===== src/rtl/cache_cfg.svh =====
`ifndef CACHE_CFG_SVH
`define CACHE_CFG_SVH

// base sizes
`define ADDR_WIDTH    32
`define WORD_WIDTH    64
`define LINE_WORDS    4
`define SET_COUNT     64

// derived address field widths
`define BYTE_BITS     $clog2(`WORD_WIDTH / 8)
`define WORD_SEL_BITS $clog2(`LINE_WORDS)
`define OFFSET_BITS   (`WORD_SEL_BITS + `BYTE_BITS)
`define INDEX_BITS    $clog2(`SET_COUNT)
`define TAG_BITS      (`ADDR_WIDTH - `INDEX_BITS - `OFFSET_BITS)

`endif


===== src/rtl/cachePkg.sv =====
`include "cache_cfg.svh"

package cachePkg;

  // address fields
  typedef logic [`TAG_BITS-1:0]      tagT;
  typedef logic [`INDEX_BITS-1:0]    indexT;
  typedef logic [`WORD_SEL_BITS-1:0] wordSelT;

  // one tag array entry
  typedef struct packed {
    logic valid;
    tagT  tag;
  } tagEntryT;

  // word 0 sits at the line base
  typedef logic [`LINE_WORDS-1:0][`WORD_WIDTH-1:0] lineT;

  typedef enum logic [1:0] {
    stIdle,
    stCompare,
    stRefill,
    stRespond
  } ctrlStateT;

endpackage


===== src/rtl/lineRefill.sv =====
`timescale 1ns/1ps
`include "cache_cfg.svh"

module lineRefill import cachePkg::*; (
  input  logic                   clk,
  input  logic                   rst_n,
  input  logic                   refillStart_i,
  input  tagT                    tag_i,
  input  indexT                  index_i,
  input  logic                   memAck_i,
  input  logic [`WORD_WIDTH-1:0] memData_i,
  output logic                   memReq_o,
  output logic [`ADDR_WIDTH-1:0] memAddr_o,
  output logic                   refillDone_o,
  output lineT                   line_o
);

  logic    busy;
  wordSelT beat;
  logic    ackSeen;

  // one word per handshake starting from the line base
  assign memAddr_o = {tag_i, index_i, beat, {`BYTE_BITS{1'b0}}};
  assign ackSeen   = memReq_o && memAck_i;

  always_ff @(posedge clk or negedge rst_n) begin
    if (!rst_n) begin
      busy         <= 1'b0;
      beat         <= '0;
      memReq_o     <= 1'b0;
      refillDone_o <= 1'b0;
    end else begin
      refillDone_o <= 1'b0;
      if (refillStart_i) begin
        busy <= 1'b1;
        beat <= '0;
      end else if (ackSeen) begin
        // drop req, then wait for ack low before the next beat
        memReq_o <= 1'b0;
        if (beat == wordSelT'(`LINE_WORDS - 1)) begin
          busy         <= 1'b0;
          refillDone_o <= 1'b1;
        end else begin
          beat <= beat + 1'b1;
        end
      end else if (busy && !memReq_o && !memAck_i) begin
        memReq_o <= 1'b1;
      end
    end
  end

  // line buffer
  always_ff @(posedge clk) begin
    if (ackSeen) begin
      line_o[beat] <= memData_i;
    end
  end

endmodule


===== config.mk =====
export PLATFORM = sky130hd
export DESIGN_NAME = lineRefill
export DESIGN_NICKNAME = d
export VERILOG_FILES = /design/src/rtl/cachePkg.sv /design/src/rtl/lineRefill.sv
export VERILOG_INCLUDE_DIRS = /design/src /design/src/rtl
export SDC_FILE = /design/constraint.sdc
export NUM_CORES = 1
export LEC_CHECK = 0
export BUFFER_PORTS_ARGS = -buffer_cell sky130_fd_sc_hd__buf_2
export CORE_UTILIZATION = 29
export CTS_BUF_LIST = sky130_fd_sc_hd__clkbuf_8
export CTS_CLUSTER_DIAMETER = 100
export DETAILED_ROUTE_END_ITERATION = 8
export REMOVE_ABC_BUFFERS = 1
export SYNTH_ARGS = -nofsm -noshare
export SYNTH_HDL_FRONTEND = slang
export SYNTH_SLANG_ARGS = --single-unit
export TNS_END_PERCENT = 10

===== constraint.sdc =====
create_clock -name clk -period 2.25 [get_ports clk]
set_input_delay 0.45 -clock clk [delete_from_list [all_inputs] [get_ports clk]]
set_output_delay 0.45 -clock clk [all_outputs]
set_load 0.01 [all_outputs]

# Yosys cells after proc, flatten, opt, wreduce, memory -nomap -nowiden
# Cells that the tools add are included.
[op_classes]
n_addsub = 1
multipliers = 0
div = 0
n_lt_le_gt_ge = 2
eq_ne = 2
shifts = 0
n_mux = 14
bitwise_logic = 1
reduce_logical = 12
[ops]
columns = ["op", "n"]
rows = [
  ["bitwise mux 256 bit", 1],
  ["demux 64 bit (select 2 bit)", 1],
  ["2-to-1 mux 64 bit", 1],
  ["2-to-1 mux 1 bit", 8],
  ["2-to-1 mux 2 bit", 3],
  ["AND reduction 2 bit", 3],
  ["nonzero test 2 bit", 3],
  ["logical AND 1 bit", 4],
  ["less-than comparator 2 x 3 -> 1 bit (second input constant)", 1],
  ["adder 2 x 1 -> 2 bit (second input constant)", 1],
  ["== test 2 bit (second input constant)", 1],
  [">= comparator 2 x 1 -> 1 bit (second input constant)", 1],
  ["zero test 1 bit", 2],
  ["!= test 2 bit (second input constant)", 1],
  ["NOT 1 bit", 1],
]
[word_totals]
ff_bits = 261
latchBits = 0
mem_bits_rw = 0
romBits = 0
input_bits = 95
output_inout_bits = 290
word_cells = 40
mem_count = 0

# Logic depth before layout (Yosys ltp)
[depth]
word_depth = 5
ltp_mapped = 4
ltp_nobuf = 4

# Least setup slack after synthesis
# Ideal clock, no wire load.
[synth_path]
path_type = "register -> register"
startpoint = "register, netlist name beat[0]"
endpoint = "register line_o[192] in the netlist's numbering, enable pin"
setup_time_ns = 0.418
arrival_time_ns = 1.986
required_time_ns = 1.832
path_slack_ns = -0.154
stages_incl_launch_ff = 4
n_path_buf = 0
period_less_slack_ns = 2.404
cell_sequence = "dfrtp_1 ha_1 nand3_1 inv_1"
[synth_lines]
columns = ["item", "line", "rtl"]
rows = [
  ["end signal: indexed assignment", "lineRefill.sv:55", "line_o[beat] <= memData_i;"],
  ["end: declaration", "lineRefill.sv:15", "output lineT line_o"],
]

==> flow_metrics.tcl <==
set metrics [dict create \
    netlist.top_cell.by_area "sky130_fd_sc_hd__edfxtp_1" \
    cell_breakdown_of_the_critical_path "inv_1 > ha_1 > and3_4 > buf_12" \
    ant_nets 0 \
    yosysSeqAreaShare_pct 95.0 \
    worst_ep_arrival_time_ns 1.87 \
    floorplan.io_pins 385 \
    peak_ir_drop_on_the_vdd_network_v 0.000481 \
    result_of_the_run "finished, final reports clean" \
    fmax_mhz 604 \
    async_flop_share_pct 1.92 \
    timing.critical_path.buf_inv 2 \
    worst_setup_hold_path_clk_slew_ns 0.06 \
    drv_cap 0 \
    totalPowerFinal_w 0.00962 \
    yosysUniqueCellTypes 16 \
    cts-root-buf "sky130_fd_sc_hd__clkbuf_8" \
    multi_input_comb_area_um2 186 \
    power_per_cell_area_nw_per_um2 874 \
    pre_cts_slack_ns 0.580 \
    critical_path_endpoint "line_o[82]$_DFFE_PP_" \
    wire_per_inst_um 17.2 \
    drt_first_iter_violations 253 \
    synth_top_cell_area_share_pct 93.5 \
    worst_ep_required_time_ns 2.46 \
    postSynthCellCount 315 \
    grt_pass1_vias 4316 \
    drtPass1Iterations 4 \
    cp.depth 4 \
    power.static_leakage_nw 4.26 \
    cts_tree "built" \
    crit_path_max_fanout 25 \
    die-width_um 170 \
    ys_dominant_reg_cell "sky130_fd_sc_hd__edfxtp_1" \
    place.detailed.hpwl_mm 12.9 \
    regToRegStartpoint "beat[1]$_DFFE_PN0P_" \
    timing.critical_path.from_type "register" \
    worst_r2r_endpoint "line_o[82]$_DFFE_PP_" \
    netlist_area_um2 8220 \
    tritoncts.num_buffers 41 \
    ff_latch_area_um2 7810 \
    ctsLongestPathBuffers 3 \
    synth_area_per_cell_um2 26.1 \
    gp_routability_congestion 0.703 \
    timing.final.hold_violations 0 \
    setup_viol_count_final 0 \
    die_area_um2 29000 \
    count_of_flip_flops_with_a_built_in_enable_after_synthesis 256 \
    nFillCells 2543 \
    clock_sink_count 261 \
    nNetsFinal 765 \
    std_cell_rows 61 \
    cts_repair_resize_count 0 \
    grt_max_degree 39 \
    final.period_utilization_pct 73.6 \
    portBuffers 327 \
    grt_first_pass_wirelength_mm 25.5 \
    final_critical_path_time_including_i_o_delays_and_setup_ns 1.66 \
    cts-htree-levels 2 \
    core_area_um2 27900 \
    postSynthRegisterBits 261 \
    rsz0062_at_grt "false" \
    drive_gt1_share_pct 56.0 \
    netlist_top_cells_area "sky130_fd_sc_hd__edfxtp_1 (94%), sky130_fd_sc_hd__buf_4 (2.7%), sky130_fd_sc_hd__dfrtp_1 (1.5%), sky130_fd_sc_hd__ha_1 (0.61%), sky130_fd_sc_hd__and3_2 (0.27%)" \
    cpMaxStageDelayCell "sky130_fd_sc_hd__dfrtp_1" \
    global_route.overflow_total 0 \
    synth.top_cells.by_count "sky130_fd_sc_hd__edfxtp_1 (256), sky130_fd_sc_hd__buf_4 (30), sky130_fd_sc_hd__dfrtp_1 (5)" \
    r2r_slack_ns 0.59 \
    grt_use_total_pct 12.1 \
    slowest_delay_ns 0.44 \
    worst_setup_path_end_kind "register" \
    routed_wirelength_mm 18.5 \
    num_vias 4311 \
    drc_errors 0 \
    reg2reg_depth 4 \
    synth_most_common_cell "sky130_fd_sc_hd__edfxtp_1" \
    chipHeight_um 170 \
    worst_skew_pair.late_latency_ns 0.53 \
    cts_hold_repair.buffers 1 \
    crit_family "flip-flops" \
    synth-warning-count 0 \
    post_cts_setup_buffers 0 \
    syn_to_final_growth_pct 33.9 \
    worst_hold_slack_ns 0.140 \
    final-max-slew-violation-count 0 \
    routed_via_density 4.00 \
    clock-skew-final_ns 0.0172 \
    hold_class "in2reg" \
    startpoint "beat[1]$_DFFE_PN0P_" \
    initial_core_util_pct 29.5 \
    finalWorstSetupSlack_ns 0.594 \
    grt_antenna_before_repair 1 \
    category_of_the_critical_setup_timing_path "reg2reg" \
]
kinds of logic after synthesis:
group,after synthesis,share of synthesized area [%]
AOI/OAI and AO/OA,2,0.198
other,1,0.0456
and+or+nand+nor,11,0.883
DFF,261,95.0
buffers and inverters,34,2.92
adders and majority gates,4,0.609
muxes,2,0.304
cells in the final DEF (no fill, tap or decap):
master                          netlist  final
sky130_fd_sc_hd__dlygate4sd3_1        0      1
sky130_fd_sc_hd__and3_4               0      3
sky130_fd_sc_hd__nor2b_1              2      2
sky130_fd_sc_hd__mux2_4               1      1
sky130_fd_sc_hd__bufinv_16            0      1
sky130_fd_sc_hd__inv_1                4     12
sky130_fd_sc_hd__conb_1               1      3
sky130_fd_sc_hd__clkinv_2             0      4
sky130_fd_sc_hd__buf_4               30      3
sky130_fd_sc_hd__dfrtp_1              5      5
sky130_fd_sc_hd__a21o_1               1      1
sky130_fd_sc_hd__nand3_1              1      1
sky130_fd_sc_hd__edfxtp_1           256    256
sky130_fd_sc_hd__buf_12               0      5
sky130_fd_sc_hd__mux2i_1              1      1
sky130_fd_sc_hd__diode_2              0      1
sky130_fd_sc_hd__and3b_4              1      1
sky130_fd_sc_hd__clkbuf_8             0     43
sky130_fd_sc_hd__ha_1                 4      4
sky130_fd_sc_hd__nand2b_1             2      2
sky130_fd_sc_hd__inv_2                0      1
sky130_fd_sc_hd__clkinvlp_4           0      2
sky130_fd_sc_hd__nor2_1               2      2
sky130_fd_sc_hd__a2bb2oi_1            1      1
sky130_fd_sc_hd__buf_2                0    327
sky130_fd_sc_hd__clkinv_1             0     16
worst min-delay path by stage:
| stage | startpoint | end | depth (start not counted) |
|---|---|---|---|
| 4_1_cts | memData_i[44] | line_o[44]$_DFFE_PP_ | 1 |
| 5_1_grt | memData_i[1] | line_o[129]$_DFFE_PP_ | 1 |
| 3_3_place_gp | rst_n | refillDone_o$_DFF_PN0_ | 1 |
| 6_report | memData_i[52] | line_o[180]$_DFFE_PP_ | 1 |
| 3_5_place_dp | rst_n | refillDone_o$_DFF_PN0_ | 1 |
| 2_1_floorplan | rst_n | beat[0]$_DFFE_PN0P_ | 0 |
stage by stage:
| stage | utilization [%] | std cells | setup TNS (ns) | cell area, µm² |
|---|---|---|---|---|
| 3_3_place_gp | 36.8 | 1000 | 0 | 10200 |
| 4_1_cts | 39.5 | 1076 | 0 | 11000 |
| 2_1_floorplan | - | 287 | -9.83 | 8000 |
| 3_5_place_dp | 36.8 | 1000 | 0 | 10200 |
| 6_report | 39.5 | 1077 | 0 | 11000 |
| 5_1_grt | 39.5 | 1076 | 0 | 11000 |
final cells by class:
cell class	count	area share, %
Antenna cell	1	0.0227
Clock buffer	43	5.38
Clock inverter	32	1.44
Inverter	4	0.136
Multi-Input combinational cell	22	1.69
Sequential cell	261	71.0
Tap cell	378	4.30
Timing Repair Buffer	336	16.1
layer usage:
metal | GRT usage [%] | wire length, µm | vias up
li1 | - | - | 1921
met1 | 12.7 | 6880 | 2090
met2 | 20.3 | 9120 | 272
met4 | 4.35 | 329 | 0
met5 | 0 | 0 | -
met3 | 6.44 | 2200 | 28
worst reg2reg max path: cells and delay by family, from the launching register on:
kind / cells / cell delay [ns]
simple gates: 1 / 0.39
flops: 1 / 0.44
buf+inv: 2 / 0.36
fa+ha+maj: 1 / 0.14
power by group:
group,switching (W),internal [W],total [W]
clock,0.00173,0.00189,0.00362
combinational,0.000292,0.000160,0.000451
sequential,0.0000380,0.00551,0.00555
total,0.00206,0.00756,0.00962
state kept, by name, summed over array words and instances (netlist names):
signal and flops:
busy 1, line_o 256, beat 2, memReq_o 1, refillDone_o 1
(Power assumes the default switching activity.)
