[src/rtl/cache_cfg.svh]
`ifndef CACHE_CFG_SVH
`define CACHE_CFG_SVH

// base sizes
`define ADDR_WIDTH    32
`define WORD_WIDTH    64
`define LINE_WORDS    4
`define SET_COUNT     64

// derived address field widths
`define BYTE_BITS     $clog2(`WORD_WIDTH / 8)
`define WORD_SEL_BITS $clog2(`LINE_WORDS)
`define OFFSET_BITS   (`WORD_SEL_BITS + `BYTE_BITS)
`define INDEX_BITS    $clog2(`SET_COUNT)
`define TAG_BITS      (`ADDR_WIDTH - `INDEX_BITS - `OFFSET_BITS)

`endif

[src/rtl/cachePkg.sv]
`include "cache_cfg.svh"

package cachePkg;

  // address fields
  typedef logic [`TAG_BITS-1:0]      tagT;
  typedef logic [`INDEX_BITS-1:0]    indexT;
  typedef logic [`WORD_SEL_BITS-1:0] wordSelT;

  // one tag array entry
  typedef struct packed {
    logic valid;
    tagT  tag;
  } tagEntryT;

  // word 0 sits at the line base
  typedef logic [`LINE_WORDS-1:0][`WORD_WIDTH-1:0] lineT;

  typedef enum logic [1:0] {
    stIdle,
    stCompare,
    stRefill,
    stRespond
  } ctrlStateT;

endpackage

[src/rtl/sramArray.sv]
`timescale 1ns/1ps

module sramArray #(
  parameter type entryT = logic [31:0],
  parameter int  DEPTH  = 64
) (
  input  logic                     clk,
  input  logic                     en_i,
  input  logic                     we_i,
  input  logic [$clog2(DEPTH)-1:0] addr_i,
  input  entryT                    wdata_i,
  output entryT                    rdata_o
);

  entryT mem [DEPTH];

  // single port where a write wins over a read
  // read data holds until the next enabled read
  always_ff @(posedge clk) begin
    if (en_i) begin
      if (we_i) begin
        mem[addr_i] <= wdata_i;
      end else begin
        rdata_o <= mem[addr_i];
      end
    end
  end

endmodule

[src/rtl/tagLookup.sv]
`timescale 1ns/1ps
`include "cache_cfg.svh"

module tagLookup import cachePkg::*; (
  input  logic  clk,
  input  logic  rst_n,
  input  logic  lookupEn_i,
  input  indexT lookupIndex_i,
  input  indexT index_i,
  input  tagT   tag_i,
  input  logic  fillWrite_i,
  output logic  hit_o,
  output logic  hitWay_o,
  output logic  victimWay_o
);

  logic [1:0][`SET_COUNT-1:0] validBits;
  // per set pointer to the way to replace next
  logic [`SET_COUNT-1:0]      lruBits;
  logic                       lookupQ;
  logic [1:0]                 wayHit;
  indexT                      arrAddr;
  tagEntryT                   fillEntry;
  tagEntryT                   rdEntry [2];

  // fill uses the latched set, lookups the raw one
  assign arrAddr   = fillWrite_i ? index_i : lookupIndex_i;
  assign fillEntry = '{valid: 1'b1, tag: tag_i};

  for (genvar w = 0; w < 2; w++) begin : gWay
    logic wayWe;

    assign wayWe = fillWrite_i && (victimWay_o == 1'(w));

    sramArray #(
      .entryT (tagEntryT),
      .DEPTH  (`SET_COUNT)
    ) tagArr (
      .clk     (clk),
      .en_i    (lookupEn_i || wayWe),
      .we_i    (wayWe),
      .addr_i  (arrAddr),
      .wdata_i (fillEntry),
      .rdata_o (rdEntry[w])
    );

    assign wayHit[w] = validBits[w][index_i] && rdEntry[w].valid &&
                       (rdEntry[w].tag == tag_i);
  end

  assign hit_o       = |wayHit;
  assign hitWay_o    = wayHit[1];
  assign victimWay_o = lruBits[index_i];

  always_ff @(posedge clk or negedge rst_n) begin
    if (!rst_n) begin
      validBits <= '0;
      lruBits   <= '0;
      lookupQ   <= 1'b0;
    end else begin
      // high exactly in the compare cycle
      lookupQ <= lookupEn_i;
      if (fillWrite_i) begin
        validBits[victimWay_o][index_i] <= 1'b1;
        lruBits[index_i]                <= ~victimWay_o;
      end else if (lookupQ && hit_o) begin
        lruBits[index_i] <= ~hitWay_o;
      end
    end
  end

endmodule
[config.mk]
export PLATFORM = sky130hd
export DESIGN_NAME = tagLookup
export DESIGN_NICKNAME = d
export VERILOG_FILES = /design/src/rtl/cachePkg.sv /design/src/rtl/sramArray.sv /design/src/rtl/tagLookup.sv
export VERILOG_INCLUDE_DIRS = /design/src /design/src/rtl
export SDC_FILE = /design/constraint.sdc
export NUM_CORES = 2
export LEC_CHECK = 0
export BUFFER_PORTS_ARGS = -buffer_cell sky130_fd_sc_hd__buf_2
export CAP_MARGIN = 20
export CORE_AREA = 2 2 498 500
export CTS_BUF_LIST = sky130_fd_sc_hd__clkbuf_8
export CTS_CLUSTER_SIZE = 12
export DETAILED_ROUTE_END_ITERATION = 8
export DIE_AREA = 0 0 500 502
export PLACE_DENSITY = 0.7
export SYNTH_ARGS = -nofsm -noshare
export SYNTH_HDL_FRONTEND = slang
export SYNTH_SLANG_ARGS = --single-unit
[constraint.sdc]
create_clock -name clk -period 5.15 [get_ports clk]
set_input_delay 0.515 -clock clk [delete_from_list [all_inputs] [get_ports clk]]
set_output_delay 0.515 -clock clk [all_outputs]
set_load 0.005 [all_outputs]
## Yosys cells after proc, flatten, opt, wreduce, memory -nomap -nowiden

Memory sizes are Yosys's and may differ from the RTL's. A register that Yosys moved wholly into a read port is not among the register bits.
Cells that the tools add are included.
W data, S select, Z words.

- Flip-flop bits (word level): 195
- Memory bits (writable): 2688
- Bits of input ports: 37
- Output and inout port bits: 3
- Memories kept: 2

Memories:

| name | words | bits a word | rd ports | clocked after memory_dff | wr ports | line | source |
|---|---|---|---|---|---|---|---|
| gWay[0].tagArr.mem | 64 | 21 | 1 | 1 | 1 | sramArray.sv:15 | `entryT mem [DEPTH];` |
| gWay[1].tagArr.mem | 64 | 21 | 1 | 1 | 1 | sramArray.sv:15 |  |

- Magnitude comparators: 4
- Eq/ne operators: 2
- Mux-type cells: 21
- Bitwise logic cells: 5
- Reductions and logical operators: 15

Operators by type and width:

| operator | count |
|---|---|
| $mux W64 | 3 |
| $bwmux W64 | 2 |
| $or A128 B128 Y128 | 1 |
| $demux W64 S1 | 1 |
| $eq A21 B21 Y1 | 2 |
| $bmux W1 S6 | 3 |
| $mux W1 | 10 |
| $logic_and A1 B1 Y1 | 9 |
| $lt A6 B7 Y1 const B | 1 |
| $demux W1 S6 | 1 |
| $ge A6 B1 Y1 const B | 1 |
| $mux W6 | 1 |
| $not A1 Y1 | 4 |
| $reduce_and A2 Y1 | 2 |
| $logic_or A1 B1 Y1 | 2 |
| $lt A1 B2 Y1 const B | 1 |
| $reduce_bool A2 Y1 | 1 |
| $reduce_or A2 Y1 | 1 |
| $ge A1 B1 Y1 const B | 1 |

## Longest topological paths before layout

- Word-level depth: 8
- Mapped depth: 14
- Mapped depth without buffers: 8

## Modules after synthesis

A second synthesis with hierarchy kept.

- Cell total of the unflattened synthesis: 6982
- Area total of the unflattened synthesis: 118981.6 um^2

By module, submodules not included:

| module | instances | cells each | area each (um^2) |
|---|---|---|---|
| sramArray | 2 | 2967 | 54215.7 |
| tagLookup | 1 | 1048 | 10550.1 |

## Worst setup path before layout

No wires, ideal clock.

- Path kind: in2reg
- Start point: input index_i[0]
- End point: memory gWay[0].tagArr.mem[12][0] (netlist bit) (enable)
- Arrival time: 3.467 ns
- Setup slack: 1.284 ns
- Cell stages on the path: 11
- Path buffers: 3
- Path through: buf_4 > mux2_2 > a221oi_1 > o211ai_1 > a31o_1 > nor4_2 > and2_1 > buf_6 > nand2_4 > buf_6 > nor2_1

- Longest elaborated chain between the ends: 7
- Elaborated cells between the ends (all ways): 9

RTL lines:

| item | line | source |
|---|---|---|
| from (decl) | tagLookup.sv:9 | `input indexT index_i,` |
| $bmux W1 S6 | tagLookup.sv:53 | `assign victimWay_o = lruBits[index_i];` |
| $mux W1 (implied by the code) | tagLookup.sv:53 |  |
| $not A1 Y1 | tagLookup.sv:33 | `assign wayWe = fillWrite_i && (victimWay_o == 1'(w));` |
| $logic_and A1 B1 Y1 | tagLookup.sv:33 |  |
| $mux W1 / $logic_or A1 B1 Y1 (equally long branches) | sramArray.sv:21, tagLookup.sv:40 |  |
| $mux W1 | sramArray.sv:20 | `if (en_i) begin` |
| $mux W1 (implied by the code) | sramArray.sv:22 | `mem[addr_i] <= wdata_i;` |
| to (decl) | sramArray.sv:15 |  |

Parallel ways exist; a longest one is shown, timed or not. The select of a mux whose other input is x is not followed.

## Worst setup path after layout

- Start point: register lruBits[9]
- End point: output victimWay_o

- Longest elaborated chain between the ends: 2

RTL lines:

| item | line | source |
|---|---|---|
| from (decl) | tagLookup.sv:19 | `` logic [`SET_COUNT-1:0] lruBits; `` |
| from (signal, indexed assignment) | tagLookup.sv:65 | `lruBits[index_i] <= ~victimWay_o;` |
| from (signal, indexed assignment) | tagLookup.sv:67 | `lruBits[index_i] <= ~hitWay_o;` |
| $bmux W1 S6 | tagLookup.sv:53 |  |
| $mux W1 (implied by the code) | tagLookup.sv:53 |  |
| to (decl) | tagLookup.sv:14 | `output logic victimWay_o` |

No other way between the ends. The select of a mux whose other input is x is not followed.

==> results.sh <==
export IMPL_crit_chain="mux2_2 > a221o_1 > a221oi_1 > o22ai_1 > nor4_2 > inv_2 > buf_4 > buf_2"
export IMPL_seq_area_frac_synth_pct=78.78
export IMPL_clockBufferDepth=4
export IMPL_ant_nets=0
export IMPL_ys_warn_count=0
export IMPL_async_flop_share_pct=6.603
export IMPL_status="finished, final reports clean"
export IMPL_area_growth_pct=13.84
export IMPL_period_share_pct=82.76
export IMPL_synth_ff_type="edfxtp_1"
export IMPL_cts_resized=0
export IMPL_wl_per_cell_um=33.65
export IMPL_syn_area_per_cell_um2=16.88
export IMPL_required_ns=4.64
export IMPL_cts_max_level=5
export IMPL_path_buf_inv=3
export IMPL_grt_usage_pct=27.94
export IMPL_dp_hpwl_um=214800
export IMPL_drc_errors=0
export IMPL_yosysUniqueCellTypes=78
export IMPL_slew_headroom_pct=16.57
export IMPL_dp_cells=9846
export IMPL_core_mm2=0.2453
export IMPL_root_buffer="clkbuf_8"
export IMPL_cts_tree="built"
export IMPL_vias_per_cell=6.552
export IMPL_drv_slew=0
export IMPL_synth_top_area_share_pct=74.40
export IMPL_max_stage_delay_ns=0.54
export IMPL_drv_cap=0
export IMPL_p_total_mw=47.40
export IMPL_die_w_um=500
export IMPL_routed_wl_um=358100
export IMPL_cp_max_fo=13
export IMPL_rsz0062_at_grt="false"
export IMPL_fin_tns_setup_ns=0
export IMPL_hp_class="input port to flop"
export IMPL_path_class="flop to output port"
export IMPL_dieArea_mm2=0.2510
export IMPL_instances_no_fill=10642
export IMPL_initial_utilization_pct=44.93
export IMPL_numPortBuffers=39
export IMPL_powerDensity_mw_per_mm2=377.9
export IMPL_crit_path_top_delay_cell="nor4_2"
export IMPL_final_util_pct=51.15
export IMPL_synth_edff_count=2730
export IMPL_worst_slew_pin_slew_ns=1.238
export IMPL_synth_nets=6566
export IMPL_synthTopCellsByArea="edfxtp_1, a22oi_1, dfrtp_1"
export IMPL_overflow=0
export IMPL_period_minus_slack_ns=4.262
export IMPL_cts_sinks=2923
export IMPL_fill_cells=19275
export IMPL_ys_ff_latch=2923
export IMPL_fmax_ghz=0.2346
export IMPL_drtPass1Iterations=8
export IMPL_antenna_found_initial=26
export IMPL_grt_pass1_wl_um=501700
export IMPL_skew_ns=0.1019
export IMPL_peakVddDrop_mv=0.2385
export IMPL_numCtsBuffers=435
export IMPL_drive_gt1_share_pct=18.67
export IMPL_die_y_um=502
export IMPL_drt_iter0_markers=12633
export IMPL_nNetsFinal=7122
export IMPL_crit_arrival_ns=3.75
export IMPL_leakage_nw=41.10
export IMPL_netlist_instances=6529
export IMPL_gp_congestion=0.9466
export IMPL_setup_viol=0
export IMPL_worst_setup_path_end_kind="output port"
export IMPL_row_count=182
export IMPL_worst_setup_path_start_kind="flop"
export IMPL_grt_pass1_vias=66721
export IMPL_hold_viol_final=0
export IMPL_clk_insertion_delay_late_ns=1.15
export IMPL_clk_pin_slew_ns=0.07
export IMPL_synth_area_leader_cell="edfxtp_1"
export IMPL_synth_area_mm2=0.1102
export IMPL_grt_max_degree=129
export IMPL_vias=69723
export IMPL_io_pins=40
export IMPL_path_delay_family="compound AO/OA/AOI/OAI gates"
## cells in the mapped netlist (45+ instances only)
library cell,n
a222oi_1,45
a31oi_1,75
o21ai_0,142
a21oi_1,279
o21bai_1,89
mux2_2,88
buf_2,227
nand4_1,51
o22ai_1,56
nand2_1,445
dfrtp_1,193
clkbuf_1,144
mux2i_1,98
a221oi_1,65
a22o_1,95
nor2_1,226
a41oi_1,66
a22oi_1,897
edfxtp_1,2730
## cell type report
cell class	instances	area, um^2	area share [%]
antenna	13	32.53	0.02593
clock buffer	445	6125	4.883
clock inverter	316	1518	1.210
inverter	4	15.01	0.01197
multi-input combinational	3143	21610	17.23
sequential	2923	86810	69.20
tap	3220	4029	3.212
timing repair buffer	578	5296	4.222
## layer usage
metal / vias up / wire length, um / global-route usage [%]
met5: - / 137 / 0
li1: 27730 / - / -
met4: 18 / 22330 / 15.12
met3: 1074 / 53850 / 8.311
met2: 6146 / 158400 / 41.91
met1: 34755 / 123400 / 36.66
## cell families (layout without fill, tap and decap cells)
logic type	Yosys count	in the layout	synth area share [%]
flip-flops	2923	2923	78.78
AND/OR/NAND/NOR	902	902	3.642
buffers and inverters	463	1343	2.080
other	0	13	0
AO/OA/AOI/OAI	1999	1999	13.10
multiplexers	200	200	2.068
XOR/XNOR	42	42	0.3338
## power breakdown
| group | total (mW) | switching, mW | internal [mW] |
|---|---|---|---|
| Sequential | 26.6 | 0.219 | 26.4 |
| Combinational | 3.68 | 2.60 | 1.09 |
| Clock | 17.1 | 8.72 | 8.38 |
## state kept, by name (all words and copies together), names as in the netlist
register             count
gWay.tagArr.mem       2688
validBits              128
lruBits                 64
gWay.tagArr.rdata_o     42
lookupQ                  1
## worst min-delay path: cells and delay by family
kind | cells | cell delay [ns]
AO/OA/AOI/OAI | 2 | 0.25
buffers and inverters | 2 | 0.38
## path summary, 6_finish.rpt
kind | startpoint | end | slack [ns] | depth (start not counted)
max | lruBits[9] | victimWay_o | 0.89 | 8
min | lookupIndex_i[4] | gWay[0].tagArr.rdata_o[14] | 0.10 | 4
max reg2reg | lruBits[9] | gWay[0].tagArr.mem[17][3] | 1.18 | 10
min reg2reg | validBits[22] | validBits[22] | 0.46 | 1
max in group asynchronous | rst_n | validBits[47] | 3.62 | 4
min in group asynchronous | rst_n | validBits[96] | 0.46 | 3
## stage by stage
stage | hold WS (ns) | area, um^2 | worst slack (ns)
after CTS | 0.003493 | 125400 | 0.8989
after detailed placement | 0.4439 | 117500 | 0.5604
after global routing | 0.07284 | 125400 | 0.8679
after floorplan | 0.2194 | 110200 | 1.284
final | 0.1036 | 125400 | 0.8878
after global placement | 0.4382 | 117500 | 0.5320
## cells in the final DEF (no fill, tap or decap), types with 121 or more instances in the layout
cell      count
buf_4       467
a21oi_1     278
inv_1       128
clkbuf_8    446
clkinv_1    121
edfxtp_1   2730
nand2_1     438
dfrtp_1     193
a22oi_1     897
o21ai_0     142
nor2_2      131
## repair_timing
item                       CTS  global route
buffers inserted             0             0
setup endpoints to repair    0             0
hold buffers                21             0
hold endpoints to repair   413             0
(Power assumes the default switching activity.)
