[config.mk]
export PLATFORM = sky130hd
export DESIGN_NAME = cacheCtrl
export DESIGN_NICKNAME = d
export VERILOG_FILES = /design/src/rtl/cachePkg.sv /design/src/rtl/cacheCtrl.sv
export VERILOG_INCLUDE_DIRS = /design/src /design/src/rtl
export SDC_FILE = /design/constraint.sdc
export NUM_CORES = 1
export LEC_CHECK = 0
export BUFFER_PORTS_ARGS = -buffer_cell sky130_fd_sc_hd__buf_2
export CORE_MARGIN = 2
export CORE_UTILIZATION = 42
export DETAILED_ROUTE_END_ITERATION = 16
export PLACE_DENSITY = 0.8
export SYNTH_ARGS = -nofsm -noshare
export SYNTH_HDL_FRONTEND = slang
export SYNTH_SLANG_ARGS = --single-unit
[constraint.sdc]
create_clock -name clk -period 4.25 [get_ports clk]
set_input_delay 0.85 -clock clk [delete_from_list [all_inputs] [get_ports clk]]
set_output_delay 0.85 -clock clk [all_outputs]
set_load 0.02 [all_outputs]
[src/rtl/cache_cfg.svh]
`ifndef CACHE_CFG_SVH
`define CACHE_CFG_SVH

// base sizes
`define ADDR_WIDTH    32
`define WORD_WIDTH    64
`define LINE_WORDS    4
`define SET_COUNT     64

// derived address field widths
`define BYTE_BITS     $clog2(`WORD_WIDTH / 8)
`define WORD_SEL_BITS $clog2(`LINE_WORDS)
`define OFFSET_BITS   (`WORD_SEL_BITS + `BYTE_BITS)
`define INDEX_BITS    $clog2(`SET_COUNT)
`define TAG_BITS      (`ADDR_WIDTH - `INDEX_BITS - `OFFSET_BITS)

`endif

[src/rtl/cachePkg.sv]
`include "cache_cfg.svh"

package cachePkg;

  // address fields
  typedef logic [`TAG_BITS-1:0]      tagT;
  typedef logic [`INDEX_BITS-1:0]    indexT;
  typedef logic [`WORD_SEL_BITS-1:0] wordSelT;

  // one tag array entry
  typedef struct packed {
    logic valid;
    tagT  tag;
  } tagEntryT;

  // word 0 sits at the line base
  typedef logic [`LINE_WORDS-1:0][`WORD_WIDTH-1:0] lineT;

  typedef enum logic [1:0] {
    stIdle,
    stCompare,
    stRefill,
    stRespond
  } ctrlStateT;

endpackage

[src/rtl/cacheCtrl.sv]
`timescale 1ns/1ps
`include "cache_cfg.svh"

module cacheCtrl import cachePkg::*; (
  input  logic                   clk,
  input  logic                   rst_n,
  input  logic                   valid_i,
  input  logic [`ADDR_WIDTH-1:0] addr_i,
  input  logic                   hit_i,
  input  logic                   refillDone_i,
  output logic                   addrOk_o,
  output logic                   dataOk_o,
  output logic                   lookupEn_o,
  output indexT                  index_o,
  output tagT                    tag_o,
  output wordSelT                wordSel_o,
  output logic                   refillStart_o,
  output logic                   fillWrite_o,
  output logic                   fromRefill_o
);

  ctrlStateT state;
  ctrlStateT nextState;
  logic      accept;

  // a hit frees the port for the next request in the same cycle
  assign addrOk_o = (state == stIdle) || ((state == stCompare) && hit_i);
  assign accept   = valid_i && addrOk_o;

  // array reads launch on acceptance
  assign lookupEn_o = accept;

  assign dataOk_o      = ((state == stCompare) && hit_i) || (state == stRespond);
  assign refillStart_o = (state == stCompare) && !hit_i;
  assign fillWrite_o   = (state == stRespond);
  assign fromRefill_o  = (state == stRespond);

  always_comb begin
    nextState = state;
    case (state)
      stIdle: begin
        if (accept) begin
          nextState = stCompare;
        end
      end
      stCompare: begin
        if (!hit_i) begin
          nextState = stRefill;
        end else if (!accept) begin
          nextState = stIdle;
        end
      end
      stRefill: begin
        if (refillDone_i) begin
          nextState = stRespond;
        end
      end
      stRespond: begin
        nextState = stIdle;
      end
      default: begin
        nextState = stIdle;
      end
    endcase
  end

  always_ff @(posedge clk or negedge rst_n) begin
    if (!rst_n) begin
      state <= stIdle;
    end else begin
      state <= nextState;
    end
  end

  // request fields held until the next acceptance
  always_ff @(posedge clk) begin
    if (accept) begin
      wordSel_o <= addr_i[`BYTE_BITS +: `WORD_SEL_BITS];
      index_o   <= addr_i[`OFFSET_BITS +: `INDEX_BITS];
      tag_o     <= addr_i[`ADDR_WIDTH-1 -: `TAG_BITS];
    end
  end

endmodule

# Yosys cells after proc, flatten, opt, wreduce, memory -nomap -nowiden
# Cells that the tools add are included.
# totals
reg_bits,31
output_inout_bits,35
word_cells,23
# op_classes
eq_ne,6
n_mux,5
reduce_logical,8
# op_table
op,n
$mux 2,4
$pmux 2 s4,1
$eq 2x2->1 const B,2
$ne 2x2->1 const B,2
$logic_and 1x1->1,3
$ne 3x3->1 const B,1
$reduce_and 3->1,1
$eq 2x1->1 const B,1
$logic_not 2->1,1
$logic_or 1x1->1,2
$logic_not 1->1,1

# Logic depth before layout (Yosys ltp)
# Gate-level depths: netlist of the first run.
# logic_depth
depth_word,7
ltp_mapped,2
ltp_nobuf,2

# Worst setup path after synthesis of the first run
# Ideal clock, no wire load.
# synth_path
path_type,input to output
from,input hit_i
to,output lookupEn_o
arrival_ps,2518
setup_slack_ps,882
path_stages,2
path_cell_list,and2b_4 > nor2_1
# synth_via
elab_chain_len,3
# synth_lines
element,line_no,source
"start, declared",cacheCtrl.sv:9,"input logic hit_i,"
$logic_and 1x1->1,cacheCtrl.sv:27,assign addrOk_o = (state == stIdle) || ((state == stCompare) && hit_i);
$logic_or 1x1->1,cacheCtrl.sv:27,
$logic_and 1x1->1,cacheCtrl.sv:28,assign accept = valid_i && addrOk_o;
"end, declared",cacheCtrl.sv:13,"output logic lookupEn_o,"
# Every way passes these cells.

# Worst setup path after layout of the first run
# Ends and elaborated chain as after synthesis.

==> results of run 1 <==
-- power by group --
part           total, mW  internal [mW]  switching (mW)
clock network      0.147         0.0658          0.0808
logic              0.228         0.0785           0.149
registers          0.432          0.407          0.0250
total              0.806          0.551           0.255
-- Yosys cell counts --
cell type | n | area, µm²
nand2b_4 | 1 | 13.76
nor2_1 | 3 | 11.26
buf_4 | 1 | 7.510
o21a_1 | 1 | 7.510
nand3b_1 | 1 | 7.510
edfxtp_1 | 29 | 870.8
o21ai_2 | 1 | 8.760
dfrtp_1 | 2 | 50.05
and2_1 | 1 | 6.260
mux2i_1 | 1 | 10.01
and2b_4 | 1 | 10.01
nand2b_1 | 1 | 6.260
-- final timing paths --
path | to | slack (ns)
worst max-delay path | lookupEn_o | 1.99
worst min-delay path | state[0]$_DFFE_PN0P_ | 0.31
worst max register to register | tag_o[3]$_DFFE_PP_ | 2.82
worst min register to register | register | 0.57
max in group asynchronous | asynchronous set/reset pin | 3.84
min in group clk | register | 0.57
-- per-layer routing --
layer | wire, µm | GRT usage | up-vias
li1 | - | - | 313
met1 | 628 | 0.1360 | 290
met2 | 837 | 0.2146 | 58
met3 | 323 | 0.1102 | 0
met4 | 0 | 0.05128 | 0
met5 | 0 | 0 | -
-- state kept, by name (all words and copies together), names as in the netlist, named ones only --
| register | count |
|---|---|
| wordSel_o | 2 |
| index_o | 6 |
| tag_o | 21 |
| state | 1 |
-- cells by family (layout without fill, tap and decap cells) --
family	Yosys count	after routing	synth area share
AO/OA/AOI/OAI	2	2	0.01611
flip-flops	31	31	0.9120
buffers and inverters	1	77	0.007438
multiplexers	1	1	0.009914
AND/OR/NAND/NOR	8	8	0.05453
-- area by class of cell --
| type | instances | area share |
|---|---|---|
| well taps | 28 | 0.02439 |
| clock buffers | 8 | 0.03397 |
| repair buffers | 69 | 0.2422 |
| flip-flops and latches | 31 | 0.6411 |
| multi-input cells | 11 | 0.05836 |
-- worst register-to-register path, cell delays in order (launching register included) --
cell,delay [ns]
dfrtp_1,0.44
and2b_4,0.20
nor2_2,0.11
buf_4,0.34
-- metrics by stage --
stage / total power, mW / area, µm²
6_report: 0.8062 / 1436
5_1_grt: 0.8535 / 1436
4_1_cts: 0.8164 / 1436
3_5_place_dp: 0.6690 / 1388
3_3_place_gp: 0.6629 / 1388
2_1_floorplan: 0.5849 / 1010
==> results.yml, run 1 <==
floorplanning:
  start_util: 0.4521
  dieArea_mm2: 0.002812
  core-area_mm2: 0.002233
  rows: 17
  fp.dieW_um: 53.03
  io_pins: 72
  die_y_um: 53.03
synthesis:
  syn_inst: 43
  post_synth_num_cell_types: 12
  yosysSeqAreaShare: 0.9120
  syn_area_mm2: 0.001010
  syn_nets: 80
  synth_seq_cells: 31
  yosys_warnings: 0
  synth_area_per_cell_um2: 23.48
power_and_ir_drop:
  p_per_area_mw_per_mm2: 561.3
  leakagePower_nw: 0.6371
  vdd_drop_max_mv: 0.4246
global_route:
  grt-ovfl-total: 0
  grt.total_usage: 0.1379
  grt_pass1_wl_mm: 2.539
  antenna_found_initial: 0
  grt_pass1_vias: 592
  grt_max_degree: 30
drt:
  drtAntennaViolNets: 0
  first_pass_iters: 4
  wl_per_cell_um: 12.17
  viasPerCell: 4.497
  drt-initial-drc-count: 15
  drc_errors: 0
  wirelength_mm: 1.789
  vias: 661
finish:
  n_antenna_cell: 0
  nFillCells: 166
  final_cell_mix: "buf_2 (68), edfxtp_1 (29), clkbuf_4 (5)"
  nets: 155
  layout_commonest_cell: "buf_2"
  post-route-util: 0.6431
  multi_input_area_um2: 83.83
  area.sequential_um2: 920.9
  instances_no_fill: 147
  drive_gt1_frac: 0.6555
  area_growth_pct: 42.26
clock_tree:
  clk_latency_ns: 0.30
  numCtsBuffers: 5
  cts.clk_slew.worst_paths_ns: 0.08
  cts_tree: "done"
  cts.sinks: 31
  root_buffer: "clkbuf_4"
  htreeDepth: 2
  cts_hold_buf: 0
  cts_resized: 0
  post_cts_buffers: 0
  cts_buffer_depth: 2
critical_path:
  r2r_cells: 3
  crit_slowest_cell: "and2b_4"
  cp.depth: 4
  critical-path-top-delay-family: "simple AND/OR/NAND/NOR gates"
  reg2reg_from: "state[0]$_DFFE_PN0P_"
  crit_buf_inv: 2
  required_ns: 3.40
  slowest_delay_ns: 0.19
  path_class: "primary input to output pin"
  crit_path_cell_trace: "buf_2, and2b_4, nor2_2, buf_2"
  endpoint_kind: "output pin"
  cp-startpoint: "hit_i"
  cp_data_arrival_time_ns: 1.41
  crit_top_cell: "buf_2"
  worst_setup_path_start_kind: "primary input"
  cp_max_fo: 3
status:
  status: "complete, no violations"
flow_run:
  cap_violations: 0
min_path:
  worstHoldPathType: "primary input to asynchronous set/reset pin"
sta:
  max_freq_ghz: 0.4423
  clock_skew_ns: 0.002507
  fin_tns_setup_ns: 0
  finalSetupViolCount: 0
  maxSlewViolCount: 0
  setup_slack_ns: 1.989
  hold_viol: 0
  max-slew-margin-rel: 0.7662
  rsz0062_at_grt: "no"
  finalWorstPathRequiredPeriod_ns: 2.261
  tightest_slew_ns: 0.3507
  finalCritPeriodShare: 0.5319
  holdWs_ns: 0.3146
placement:
  place_congestion: 0.6616
  place_inst: 139
  place_ws_ns: 1.990
  io_buffers: 68
  dp_hpwl_mm: 1.420
Note: power is estimated with default switching activity, not from simulation.
==> run 2: changes to the inputs <==
--- a/config.mk
+++ b/config.mk
@@ -8,9 +8,9 @@
 export LEC_CHECK = 0
 export BUFFER_PORTS_ARGS = -buffer_cell sky130_fd_sc_hd__buf_2
 export CORE_MARGIN = 2
-export CORE_UTILIZATION = 42
+export CORE_UTILIZATION = 35
 export DETAILED_ROUTE_END_ITERATION = 16
-export PLACE_DENSITY = 0.8
+export PLACE_DENSITY = 0.71
 export SYNTH_ARGS = -nofsm -noshare
 export SYNTH_HDL_FRONTEND = slang
 export SYNTH_SLANG_ARGS = --single-unit
==> constraint.sdc (replaced) <==
create_clock -name clk -period 2 [get_ports clk]
set_input_delay 0.4 -clock clk [delete_from_list [all_inputs] [get_ports clk]]
set_output_delay 0.4 -clock clk [all_outputs]
set_load 0.02 [all_outputs]
==> run 2 against run 1 <==
  * Flip-flop and latch count is the same
  * Via count is 0.30% lower
  * Count of clock-buffer cells in the layout fell by 2
  * First-iteration DRC count decreased by 53%
  * Critical endpoint unchanged
  * Combinational power rose by 120%
  * Final area is 4.1% higher
  * Clock skew increased by 0.0058 ns
  * Cell count grew 3.4%
  * Clock power rose to 3.3 times the previous value
==> results.yml, run 2 (same netlist as run 1, synthesis figures left out) <==
status:
  status: "complete, no violations"
sta:
  hold_viol: 0
  max-slew-margin-rel: 0.8180
  finalWorstPathRequiredPeriod_ns: 1.695
  rsz0062_at_grt: "no"
  finalSetupViolCount: 0
  finalCritPeriodShare: 0.8475
  fin_tns_setup_ns: 0
  tightest_slew_ns: 0.2730
  maxSlewViolCount: 0
  max_freq_ghz: 0.5900
  clock_skew_ns: 0.008351
global_route:
  grt_pass1_vias: 634
  grt-ovfl-total: 0
  grt.total_usage: 0.1189
  grt_max_degree: 24
  grt_pass1_wl_mm: 2.670
  antenna_found_initial: 0
clock_tree:
  cts.sinks: 31
  numCtsBuffers: 5
  cts_buffer_depth: 2
  cts_tree: "done"
  clk_latency_ns: 0.32
  cts.clk_slew.worst_paths_ns: 0.09
  htreeDepth: 2
  root_buffer: "clkbuf_4"
power_and_ir_drop:
  leakagePower_nw: 0.6681
  intPower_mw: 1.334
  power_frac_comb: 0.261
  vdd_drop_max_mv: 0.8213
  p_sw_frac: 0.2970
  power_frac_seq: 0.482
  p_per_area_mw_per_mm2: 1269
  switchingPower_mw: 0.5637
  power_frac_clock: 0.257
floorplanning:
  core-area_mm2: 0.002758
  fp.dieW_um: 57.71
  rows: 19
  start_util: 0.3662
  io_pins: 72
  die_y_um: 57.71
  dieArea_mm2: 0.003330
finish:
  regMostFlops: "tag_o"
  area_growth_pct: 48.08
  stdcell_area_mm2: 0.001495
  drive_gt1_frac: 0.6777
  multi_input_area_um2: 83.83
  nets: 157
  final_cell_mix: "buf_2 (68), edfxtp_1 (29), clkbuf_4 (5)"
  layout_commonest_cell: "buf_2"
  largest_registers: "tag_o: 21 flops, index_o: 6 flops, wordSel_o: 2 flops"
  nFillCells: 232
  area.sequential_um2: 920.9
  n_antenna_cell: 0
  largest_reg_flops: 21
critical_path:
  reg2reg_from: "state[0]$_DFFE_PN0P_"
  required_ns: 1.60
  crit_slowest_cell: "dfrtp_1"
  cp-startpoint: "state[0]$_DFFE_PN0P_"
  r2r_cells: 3
  crit_end: "lookupEn_o"
  slowest_delay_ns: 0.44
  endpoint_kind: "output pin"
  path_class: "register to output pin"
  reg2reg_to: "tag_o[9]$_DFFE_PP_"
  r2r_setup_slack_ns: 0.58
  cp_max_fo: 6
  worst_setup_path_start_kind: "register"
  crit_path_cell_trace: "and2b_4, nor2_2, buf_2"
  cp_data_arrival_time_ns: 1.29
placement:
  dp_hpwl_mm: 1.415
  place_congestion: 0.6555
  placed_area_mm2: 0.001399
  io_buffers: 68
min_path:
  whs_path_depth: 1
  worstHoldPathType: "primary input to register"
drt:
  vias: 659
  drt-initial-drc-count: 7
  drc_errors: 0
  wirelength_mm: 1.777
  drtAntennaViolNets: 0
  first_pass_iters: 3
  wl_per_cell_um: 11.69
  viasPerCell: 4.336
flow_run:
  cap_violations: 0
[run 2: cell types whose count changed in the layout (fill, tap and decap cells not counted), sizes merged]
cell / delta
dlygate4sd3: +1
clkbuf: -2
bufinv: +1
clkinv: +1
buf: +1
[run 2: how the worst min path moves through the flow]
| stage | start | to |
|---|---|---|
| after global placement | rst_n | asynchronous set/reset pin |
| after CTS | addr_i[30] | tag_o[19]$_DFFE_PP_ |
| final | addr_i[5] | index_o[0]$_DFFE_PP_ |
| after floorplan | rst_n | asynchronous set/reset pin |
| after detailed placement | rst_n | asynchronous set/reset pin |
| after global routing | addr_i[10] | index_o[5]$_DFFE_PP_ |
[run 2: what timing repair did]
action / CTS / global route
hold endpoints to repair: 2 / 0
hold buffers: 1 / 0
resized for setup: 0 / 0
buffers inserted: 0 / 0
[run 2: metrics by stage]
stage / utilization / std cells / hold WS [ns] / power, mW / setup WS [ns]
finish: 0.5422 / 152 / 0.2457 / 1.898 / 0.3050
CTS: 0.5422 / 152 / 0.2187 / 1.933 / 0.2755
global placement: 0.5073 / 143 / 0.1860 / 1.417 / 0.5367
floorplan: - / 43 / 0.1044 / 1.242 / 0.07969
global route: 0.5422 / 152 / 0.2041 / 2.001 / 0.2166
detailed placement: 0.5073 / 143 / 0.1915 / 1.431 / 0.5080
[run 2: cell type report]
cell class,count,area share
Clock buffer,6,0.03431
Clock inverter,2,0.02343
Multi-Input combinational cell,11,0.05607
Sequential cell,31,0.6159
Tap cell,31,0.02594
Timing Repair Buffer,71,0.2444
[run 2: routing by layer]
metal	up-vias	global-route usage	part of all wire
li1	316	-	-
met1	288	0.1216	0.34
met2	49	0.1721	0.48
met3	6	0.08482	0.15
met4	0	0.07973	0.026
met5	-	0	0
[run 2: power by group through the flow]
stage          registers [mW]  logic [mW]  clock network [mW]
6_report                0.915       0.494               0.489
5_1_grt                 0.931       0.526               0.544
4_1_cts                 0.918       0.504               0.512
3_5_place_dp            0.930       0.501                   0
3_3_place_gp            0.923       0.494                   0
2_1_floorplan            1.06       0.181                   0
[run 2: critical path, delay by kind of cell (launching register included)]
family,cells,cell delay [ns]
and+or+nand+nor,2,0.35
buffers and inverters,1,0.18
DFF,1,0.44
